$ cat config.mk
export PLATFORM = sky130hd
export DESIGN_NAME = lsu_pipe
export DESIGN_NICKNAME = d
export VERILOG_FILES = /design/src/hw/lsu_pkg.sv /design/src/hw/lsu_stage_reg.sv /design/src/hw/lsu_agen.sv /design/src/hw/lsu_load_align.sv /design/src/hw/lsu_ex2_resolve.sv /design/src/hw/lsu_pipe.sv
export SDC_FILE = /design/constraint.sdc
export NUM_CORES = 1
export LEC_CHECK = 0
export BUFFER_PORTS_ARGS = -buffer_cell sky130_fd_sc_hd__buf_2
export CORE_UTILIZATION = 28
export CTS_CLUSTER_SIZE = 10
export DETAILED_ROUTE_END_ITERATION = 7
export GPL_TIMING_DRIVEN = 1
export SLEW_MARGIN = 0
export SYNTH_ARGS = -nofsm -noshare
export SYNTH_HDL_FRONTEND = slang
export SYNTH_HIERARCHICAL = 1
export SYNTH_SLANG_ARGS = --single-unit
export TNS_END_PERCENT = 5
$ cat constraint.sdc
create_clock -name i_clk -period 14.25 [get_ports i_clk]
set_input_delay 1.425 -clock i_clk [delete_from_list [all_inputs] [get_ports i_clk]]
set_output_delay 1.425 -clock i_clk [all_outputs]
set_load 0.02 [all_outputs]
$ cat src/hw/lsu_pkg.sv
package lsu_pkg;

  // --------------------------------------------------------------------------
  // Widths
  // --------------------------------------------------------------------------
  localparam int XLEN_W     = 64;
  localparam int ADDR_W     = 40;
  localparam int LINE_BYTES = 16;
  localparam int DW_BYTES   = 8;

  typedef enum logic [1:0] {
    SIZE_B,
    SIZE_H,
    SIZE_W,
    SIZE_DW
  } size_e;

  typedef enum logic {
    SIGN_U,
    SIGN_S
  } sign_e;

  typedef enum logic [1:0] {
    ST_NONE,
    ST_L1D_MISS,
    ST_MISALIGN
  } lsu_status_e;

  typedef struct packed {
    logic       is_load;
    size_e      size;
    sign_e      sign;
    logic [3:0] tag;
  } lsu_op_t;

  // EX1 input, straight from the issue port
  typedef struct packed {
    lsu_op_t           op;
    logic [XLEN_W-1:0] base;
    logic [11:0]       imm;
    logic [XLEN_W-1:0] st_data;
  } ex1_payload_t;

  typedef struct packed {
    lsu_op_t           op;
    logic [ADDR_W-1:0] paddr;
    logic              misalign;
    logic [XLEN_W-1:0] st_data;
  } ex2_payload_t;

  typedef struct packed {
    logic [3:0]          tag;
    lsu_status_e         status;
    logic [ADDR_W-1:0]   paddr;
    logic [DW_BYTES-1:0] byte_mask;
    logic [XLEN_W-1:0]   data;
  } ex3_payload_t;

  // --------------------------------------------------------------------------
  // Helpers
  // --------------------------------------------------------------------------
  // Bytes touched inside the doubleword; spill past byte 7 is dropped
  function automatic logic [DW_BYTES-1:0] gen_byte_mask(size_e size, logic [2:0] offset);
    logic [DW_BYTES-1:0] base_mask;
    case (size)
      SIZE_B:  base_mask = 8'h01;
      SIZE_H:  base_mask = 8'h03;
      SIZE_W:  base_mask = 8'h0f;
      default: base_mask = 8'hff;
    endcase
    return base_mask << offset;
  endfunction

  function automatic logic is_misaligned(size_e size, logic [2:0] offset);
    logic result;
    case (size)
      SIZE_H:  result = offset[0];
      SIZE_W:  result = |offset[1:0];
      SIZE_DW: result = |offset;
      default: result = 1'b0;
    endcase
    return result;
  endfunction

endpackage

$ cat src/hw/lsu_stage_reg.sv
`timescale 1ns/1ps

module lsu_stage_reg #(
  parameter type payload_t = logic
) (
  input  logic     i_clk,
  input  logic     i_reset_n,

  // Upstream
  input  logic     i_valid,
  input  payload_t i_payload,
  output logic     o_ready,

  // Downstream
  output logic     o_valid,
  output payload_t o_payload,
  input  logic     i_ready
);

  logic     r_valid;
  payload_t r_payload;
  logic     w_load;

  // Free slot, or the held item leaves this cycle
  assign o_ready = !r_valid || i_ready;
  assign w_load  = i_valid && o_ready;

  always_ff @(posedge i_clk or negedge i_reset_n) begin
    if (!i_reset_n) begin
      r_valid <= 1'b0;
    end else if (o_ready) begin
      r_valid <= i_valid;
    end
  end

  always_ff @(posedge i_clk) begin
    if (w_load) begin
      r_payload <= i_payload;
    end
  end

  assign o_valid   = r_valid;
  assign o_payload = r_payload;

  // --------------------------------------------------------------------------
  // Checks
  // --------------------------------------------------------------------------
  // Stalled item must stay put until the consumer takes it
  property p_hold_stable;
    @(posedge i_clk) disable iff (!i_reset_n)
      (o_valid && !i_ready) |=> (o_valid && $stable(o_payload));
  endproperty

  a_hold_stable: assert property (p_hold_stable)
    else $error("lsu_stage_reg: payload changed while stalled");

endmodule

$ cat src/hw/lsu_agen.sv
`timescale 1ns/1ps

module lsu_agen (
  // EX1 item
  input  logic                        i_valid,
  input  logic                        i_advance,
  input  lsu_pkg::ex1_payload_t       i_payload,

  // Towards EX2
  output lsu_pkg::ex2_payload_t       o_payload,

  // L1D read request
  output logic                        o_l1d_req_valid,
  output logic [lsu_pkg::ADDR_W-1:0]  o_l1d_req_paddr
);

  import lsu_pkg::*;

  localparam int LINE_OFS_W = $clog2(LINE_BYTES);

  logic [ADDR_W-1:0] w_imm_ext;
  logic [ADDR_W-1:0] w_paddr;
  logic              w_misalign;

  // --------------------------------------------------------------------------
  // Address
  // --------------------------------------------------------------------------
  // No translation, the sum is the physical address
  assign w_imm_ext  = {{(ADDR_W-12){i_payload.imm[11]}}, i_payload.imm};
  assign w_paddr    = i_payload.base[ADDR_W-1:0] + w_imm_ext;
  assign w_misalign = is_misaligned(i_payload.op.size, w_paddr[2:0]);

  always_comb begin
    o_payload          = '0;
    o_payload.op       = i_payload.op;
    o_payload.paddr    = w_paddr;
    o_payload.misalign = w_misalign;
    o_payload.st_data  = i_payload.st_data;
  end

  // --------------------------------------------------------------------------
  // Cache request
  // --------------------------------------------------------------------------
  // Fires only on the cycle the load moves to EX2,
  // so the response lines up with its first EX2 cycle
  assign o_l1d_req_valid = i_valid && i_advance && i_payload.op.is_load && !w_misalign;
  assign o_l1d_req_paddr = {w_paddr[ADDR_W-1:LINE_OFS_W], {LINE_OFS_W{1'b0}}};

endmodule

$ cat src/hw/lsu_load_align.sv
`timescale 1ns/1ps

module lsu_load_align (
  input  logic [lsu_pkg::LINE_BYTES*8-1:0] i_line,
  input  logic [3:0]                       i_paddr_low,
  input  lsu_pkg::size_e                   i_size,
  input  lsu_pkg::sign_e                   i_sign,

  // Store queue answer, in doubleword lanes
  input  logic [lsu_pkg::DW_BYTES-1:0]     i_fwd_byte_mask,
  input  logic [lsu_pkg::XLEN_W-1:0]       i_fwd_data,

  output logic [lsu_pkg::XLEN_W-1:0]       o_data,
  output logic                             o_covered
);

  import lsu_pkg::*;

  logic [XLEN_W-1:0]   w_dw;
  logic [XLEN_W-1:0]   w_merged;
  logic [XLEN_W-1:0]   w_shifted;
  logic [DW_BYTES-1:0] w_need_mask;
  logic [2:0]          w_offset;

  assign w_offset = i_paddr_low[2:0];

  // --------------------------------------------------------------------------
  // Doubleword select and merge
  // --------------------------------------------------------------------------
  // Bit 3 picks the half of the 16-byte line
  assign w_dw = i_line[i_paddr_low[3]*XLEN_W +: XLEN_W];

  for (genvar b = 0; b < DW_BYTES; b++) begin : g_merge
    assign w_merged[b*8 +: 8] = i_fwd_byte_mask[b] ? i_fwd_data[b*8 +: 8]
                                                   : w_dw[b*8 +: 8];
  end

  // Every needed byte came from the store queue
  assign w_need_mask = gen_byte_mask(i_size, w_offset);
  assign o_covered   = ((w_need_mask & ~i_fwd_byte_mask) == '0);

  // --------------------------------------------------------------------------
  // Shift down and extend
  // --------------------------------------------------------------------------
  assign w_shifted = w_merged >> {w_offset, 3'b000};

  always_comb begin
    case (i_size)
      SIZE_B: begin
        if (i_sign == SIGN_S) begin
          o_data = {{(XLEN_W-8){w_shifted[7]}}, w_shifted[7:0]};
        end else begin
          o_data = {{(XLEN_W-8){1'b0}}, w_shifted[7:0]};
        end
      end
      SIZE_H: begin
        if (i_sign == SIGN_S) begin
          o_data = {{(XLEN_W-16){w_shifted[15]}}, w_shifted[15:0]};
        end else begin
          o_data = {{(XLEN_W-16){1'b0}}, w_shifted[15:0]};
        end
      end
      SIZE_W: begin
        if (i_sign == SIGN_S) begin
          o_data = {{(XLEN_W-32){w_shifted[31]}}, w_shifted[31:0]};
        end else begin
          o_data = {{(XLEN_W-32){1'b0}}, w_shifted[31:0]};
        end
      end
      default: begin
        o_data = w_shifted;
      end
    endcase
  end

endmodule

$ cat src/hw/lsu_ex2_resolve.sv
`timescale 1ns/1ps

module lsu_ex2_resolve (
  input  logic                             i_clk,
  input  logic                             i_reset_n,

  // EX2 item
  input  logic                             i_valid,
  input  logic                             i_advance,
  input  lsu_pkg::ex2_payload_t            i_payload,

  // L1D response, one cycle after the request
  input  logic                             i_l1d_resp_hit,
  input  logic [lsu_pkg::LINE_BYTES*8-1:0] i_l1d_resp_line,

  // Store queue lookup
  output logic                             o_fwd_valid,
  output logic [lsu_pkg::ADDR_W-1:0]       o_fwd_paddr,
  output logic [lsu_pkg::DW_BYTES-1:0]     o_fwd_byte_mask,
  input  logic [lsu_pkg::DW_BYTES-1:0]     i_fwd_byte_mask,
  input  logic [lsu_pkg::XLEN_W-1:0]       i_fwd_data,

  output lsu_pkg::ex3_payload_t            o_payload
);

  import lsu_pkg::*;

  logic                    r_resp_held;
  logic                    r_hit;
  logic [LINE_BYTES*8-1:0] r_line;
  logic                    w_need_resp;
  logic                    w_capture;
  logic                    w_hit;
  logic [LINE_BYTES*8-1:0] w_line;
  logic [DW_BYTES-1:0]     w_mask;
  logic [XLEN_W-1:0]       w_ld_data;
  logic                    w_covered;

  assign w_need_resp = i_payload.op.is_load && !i_payload.misalign;
  assign w_mask      = gen_byte_mask(i_payload.op.size, i_payload.paddr[2:0]);

  // --------------------------------------------------------------------------
  // Response hold
  // --------------------------------------------------------------------------
  // Response is live only on the first EX2 cycle; keep it if EX2 stalls
  assign w_capture = i_valid && w_need_resp && !r_resp_held && !i_advance;

  always_ff @(posedge i_clk or negedge i_reset_n) begin
    if (!i_reset_n) begin
      r_resp_held <= 1'b0;
    end else if (i_valid && i_advance) begin
      r_resp_held <= 1'b0;
    end else if (w_capture) begin
      r_resp_held <= 1'b1;
    end
  end

  always_ff @(posedge i_clk) begin
    if (w_capture) begin
      r_hit  <= i_l1d_resp_hit;
      r_line <= i_l1d_resp_line;
    end
  end

  assign w_hit  = r_resp_held ? r_hit  : i_l1d_resp_hit;
  assign w_line = r_resp_held ? r_line : i_l1d_resp_line;

  assign o_fwd_valid     = i_valid && w_need_resp;
  assign o_fwd_paddr     = i_payload.paddr;
  assign o_fwd_byte_mask = w_mask;

  lsu_load_align u_load_align (
    .i_line          (w_line),
    .i_paddr_low     (i_payload.paddr[3:0]),
    .i_size          (i_payload.op.size),
    .i_sign          (i_payload.op.sign),
    .i_fwd_byte_mask (i_fwd_byte_mask),
    .i_fwd_data      (i_fwd_data),
    .o_data          (w_ld_data),
    .o_covered       (w_covered)
  );

  // --------------------------------------------------------------------------
  // Result
  // --------------------------------------------------------------------------
  always_comb begin
    o_payload           = '0;
    o_payload.tag       = i_payload.op.tag;
    o_payload.paddr     = i_payload.paddr;
    if (i_payload.misalign) begin
      o_payload.status = ST_MISALIGN;
    end else if (i_payload.op.is_load) begin
      // Full forwarding hides a cache miss
      o_payload.status    = (!w_hit && !w_covered) ? ST_L1D_MISS : ST_NONE;
      o_payload.byte_mask = w_mask;
      o_payload.data      = w_ld_data;
    end else begin
      o_payload.status    = ST_NONE;
      o_payload.byte_mask = w_mask;
      o_payload.data      = i_payload.st_data << {i_payload.paddr[2:0], 3'b000};
    end
  end

  // Capture only on the first EX2 cycle, right after the EX1 request
  a_capture_after_req: assert property (
    @(posedge i_clk) disable iff (!i_reset_n)
      w_capture |-> $past(!i_valid || i_advance)
  ) else $error("lsu_ex2_resolve: response captured with no request in flight");

endmodule

$ cat src/hw/lsu_pipe.sv
`timescale 1ns/1ps

module lsu_pipe (
  input  logic                             i_clk,
  input  logic                             i_reset_n,

  // Issue port
  input  logic                             i_issue_valid,
  output logic                             o_issue_ready,
  input  lsu_pkg::lsu_op_t                 i_issue_op,
  input  logic [lsu_pkg::XLEN_W-1:0]       i_issue_base,
  input  logic [11:0]                      i_issue_imm,
  input  logic [lsu_pkg::XLEN_W-1:0]       i_issue_st_data,

  // L1D port
  output logic                             o_l1d_req_valid,
  output logic [lsu_pkg::ADDR_W-1:0]       o_l1d_req_paddr,
  input  logic                             i_l1d_resp_hit,
  input  logic [lsu_pkg::LINE_BYTES*8-1:0] i_l1d_resp_line,

  // Store queue forwarding
  output logic                             o_fwd_valid,
  output logic [lsu_pkg::ADDR_W-1:0]       o_fwd_paddr,
  output logic [lsu_pkg::DW_BYTES-1:0]     o_fwd_byte_mask,
  input  logic [lsu_pkg::DW_BYTES-1:0]     i_fwd_byte_mask,
  input  logic [lsu_pkg::XLEN_W-1:0]       i_fwd_data,

  // Result port
  output logic                             o_res_valid,
  input  logic                             i_res_ready,
  output logic [3:0]                       o_res_tag,
  output lsu_pkg::lsu_status_e             o_res_status,
  output logic [lsu_pkg::ADDR_W-1:0]       o_res_paddr,
  output logic [lsu_pkg::DW_BYTES-1:0]     o_res_byte_mask,
  output logic [lsu_pkg::XLEN_W-1:0]       o_res_data
);

  import lsu_pkg::*;

  ex1_payload_t w_ex1_in;
  ex1_payload_t w_ex1_payload;
  logic         w_ex1_valid;
  ex2_payload_t w_ex2_in;
  ex2_payload_t w_ex2_payload;
  logic         w_ex2_valid;
  logic         w_ex2_ready;
  ex3_payload_t w_ex3_in;
  ex3_payload_t w_ex3_payload;
  logic         w_ex3_ready;

  assign w_ex1_in = '{op: i_issue_op, base: i_issue_base, imm: i_issue_imm,
                      st_data: i_issue_st_data};

  // --------------------------------------------------------------------------
  // EX1 address generation
  // --------------------------------------------------------------------------
  lsu_stage_reg #(.payload_t(ex1_payload_t)) u_ex1_reg (
    .i_clk     (i_clk),
    .i_reset_n (i_reset_n),
    .i_valid   (i_issue_valid),
    .i_payload (w_ex1_in),
    .o_ready   (o_issue_ready),
    .o_valid   (w_ex1_valid),
    .o_payload (w_ex1_payload),
    .i_ready   (w_ex2_ready)
  );

  lsu_agen u_agen (
    .i_valid         (w_ex1_valid),
    .i_advance       (w_ex2_ready),
    .i_payload       (w_ex1_payload),
    .o_payload       (w_ex2_in),
    .o_l1d_req_valid (o_l1d_req_valid),
    .o_l1d_req_paddr (o_l1d_req_paddr)
  );

  // --------------------------------------------------------------------------
  // EX2 cache data, forwarding and status
  // --------------------------------------------------------------------------
  lsu_stage_reg #(.payload_t(ex2_payload_t)) u_ex2_reg (
    .i_clk     (i_clk),
    .i_reset_n (i_reset_n),
    .i_valid   (w_ex1_valid),
    .i_payload (w_ex2_in),
    .o_ready   (w_ex2_ready),
    .o_valid   (w_ex2_valid),
    .o_payload (w_ex2_payload),
    .i_ready   (w_ex3_ready)
  );

  lsu_ex2_resolve u_ex2_resolve (
    .i_clk           (i_clk),
    .i_reset_n       (i_reset_n),
    .i_valid         (w_ex2_valid),
    .i_advance       (w_ex3_ready),
    .i_payload       (w_ex2_payload),
    .i_l1d_resp_hit  (i_l1d_resp_hit),
    .i_l1d_resp_line (i_l1d_resp_line),
    .o_fwd_valid     (o_fwd_valid),
    .o_fwd_paddr     (o_fwd_paddr),
    .o_fwd_byte_mask (o_fwd_byte_mask),
    .i_fwd_byte_mask (i_fwd_byte_mask),
    .i_fwd_data      (i_fwd_data),
    .o_payload       (w_ex3_in)
  );

  // EX3 result buffer
  lsu_stage_reg #(.payload_t(ex3_payload_t)) u_ex3_reg (
    .i_clk     (i_clk),
    .i_reset_n (i_reset_n),
    .i_valid   (w_ex2_valid),
    .i_payload (w_ex3_in),
    .o_ready   (w_ex3_ready),
    .o_valid   (o_res_valid),
    .o_payload (w_ex3_payload),
    .i_ready   (i_res_ready)
  );

  assign o_res_tag       = w_ex3_payload.tag;
  assign o_res_status    = w_ex3_payload.status;
  assign o_res_paddr     = w_ex3_payload.paddr;
  assign o_res_byte_mask = w_ex3_payload.byte_mask;
  assign o_res_data      = w_ex3_payload.data;

endmodule

==> impl_results.md <==
- CP max stage cell: o41ai_2
- Slew HR: 0.255
- Via count: 17900
- Fin crit share: 0.397
- CTS tree: yes
- Outcome: finished, final reports clean
- Post-layout util: 0.330
- Share of layout cells above drive strength 1: 0.367
- Startpoint Class: register
- FF-to-FF Start: u_ex2_resolve/r_resp_held
- VDD IR max: 113 uV
- Post-Synthesis Cells: 2066
- Post-CTS setup buffer count: 0
- # setup viols final: 0
- Critical path startpoint: u_ex1_reg/o_payload[75]
- Max-slew violations: 0
- Nets: 2774
- Worst Setup End Kind: primary output
- Synth Cell Area: 26100 um^2
- Placer congestion estimate: 0.907
- CTS max path bufs: 3
- Clock tree root driver cell: clkbuf_16
- Drt total wl: 85600 um
- CP Max Fanout: 29
- Max cap viols: 0
- Max H-tree Level: 2
- Reg clk slew, reported paths: 0.05 ns
- Half-perimeter wire length after placement: 65700 um
- DR WL/cell: 23.4 um
- Final Worst Setup Slack: 8.59 ns
- Port Buf Inserts: 534
- Core region area: 92100 um^2
- Area Growth Syn to Fin: 16.3%
- DP Worst Slack: 9.32 ns
- Power Dens Cells: 142 nW/um^2
- Initial antenna violation count: 49
- CP arrival: 4.23 ns
- Min Clock Period, post-route: 5.66 ns
- Setup TNS: 0 ns
- CTS buffer count: 59
- Crit path cell chain: buf_4 -> ha_1 -> nand3_1 -> nor3_1 -> o22ai_1 -> a31oi_1 -> nor2_1 -> o41ai_2 -> a21boi_0 -> xnor2_1 -> buf_2
- R2R depth: 10
- CP Class: reg2out
- Clk_skew: 0.0408 ns
- Initial Util: 0.284
- Worst min path class: reg2reg
- Placed cell area: 28600 um^2
- Final Total Pwr: 4320 uW
- Lkg Pwr: 0.0118 uW
- Worst EP required: 12.82 ns
- Clock insertion delay at the later pin of the skew report: 0.66 ns
- Total GRT Usage: 0.175
- First-pass GRT wire length: 120000 um
- Die area: 94600 um^2
- Die width: 308 um
- Starting DRT DRC Count: 1239
- Hold Crit Depth: 0
- Hold path startpoint: u_ex1_reg/o_payload[23]
- Post-route cell area: 30400 um^2
- Vias per cell: 4.89
- Hold_buf cts: 0
- Fin. Hold Viols: 0
- Antenna viol nets, final: 0
- DRC violations left: 0
- Fmax: 177 MHz
- CTS Sinks: 488
- Syn Area/Cell: 12.7 um^2
- CP max stage delay: 0.55 ns
- Pin count of the biggest net entering global routing: 82
- Floorplan row count: 111
- Total grt overflow: 0
- First-pass DRT Iterations: 5
- RSZ-0062 raised after global routing: no
- Post_cts resized: 0
- Slew @ Worst Pin: 1.12 ns
- Die Height: 308 um
- I/O pin cnt: 563
- Synth Warn #: 6
- Vias in the first global route: 17500
==> layout by cell type, fill, tap and decap left out, types with 5 or more instances in the layout <==
cell / count
clkbuf_16: 61
a31oi_1: 7
nand2b_1: 19
nor2_1: 118
a221oi_1: 40
o21a_1: 8
a221o_1: 7
o22ai_1: 33
o211ai_1: 33
buf_4: 35
nand2_1: 117
mux2_2: 204
o2bb2ai_1: 8
a22o_1: 25
xor2_1: 6
ha_1: 39
clkbuf_1: 13
a211o_1: 5
and2_1: 7
edfxtp_1: 484
diode_2: 12
and3_1: 7
a21o_1: 20
or2_2: 13
xnor2_1: 21
o21ai_0: 74
inv_1: 20
nor3_1: 17
mux2i_1: 163
nand3_1: 53
a21oi_1: 77
o2111ai_1: 9
nor4_1: 5
o311ai_0: 6
buf_2: 534
nor2b_1: 15
a211oi_1: 9
==> sequential cells by signal, summed over array words and instances (netlist names) <==
name / flops
u_ex1_reg/o_payload: 124
u_ex1_reg/o_valid: 1
u_ex2_reg/o_payload: 113
u_ex2_reg/o_valid: 1
u_ex2_resolve/r_hit: 1
u_ex2_resolve/r_line: 128
u_ex2_resolve/r_resp_held: 1
u_ex3_reg/o_payload: 118
u_ex3_reg/o_valid: 1
==> metal layers <==
metal / vias up / GRT usage / part of all wire
met2: 757 / 0.292 / 0.47
met5: - / 0 / 0.0028
met3: 206 / 0.0584 / 0.096
li1: 8283 / - / -
met1: 8634 / 0.202 / 0.38
met4: 38 / 0.0796 / 0.046
==> worst max-delay path: cells and delay by family, from the launching register on <==
family	cells	cell delay, ns
buffers and inverters	2	0.50
XOR/XNOR	1	0.33
AND/OR/NAND/NOR	3	0.64
AO/OA/AOI/OAI	4	1.32
adder cells (fa/ha/maj)	1	0.42
flip-flops	1	0.37
==> power by group <==
part | switching (uW) | internal, uW
logic | 698 | 390
clock network | 575 | 850
registers | 56.9 | 1750
==> path summary, 6_finish.rpt <==
path	end	slack (ns)
worst max-delay path	o_l1d_req_paddr[32]	8.59
worst min-delay path	u_ex2_reg/o_payload[23]	0.41
worst max register to register	u_ex3_reg/o_payload[43]	9.44
worst min register to register	u_ex2_reg/o_payload[23]	0.41
max in group asynchronous	u_ex2_resolve/r_resp_held	13.53
min in group asynchronous	u_ex2_reg/o_valid	0.58
==> layout make-up <==
type                    count  area (um^2)
clock buffers              77         1620
well taps                1243         1560
flip-flops and latches    488        14600
diodes                     12         30.0
clock inverters            11          155
multi-input cells        1240         9390
fillers                  9301        61700
repair buffers            569         2940
inverters                  23         86.3
==> through the flow <==
step	instances	hold WS, ns
final	3663	0.408
after global routing	3657	0.418
after CTS	3651	0.410
after detailed placement	3563	0.405
after global placement	3563	0.401
after floorplan	2069	0.490
(Power assumes the default switching activity.)
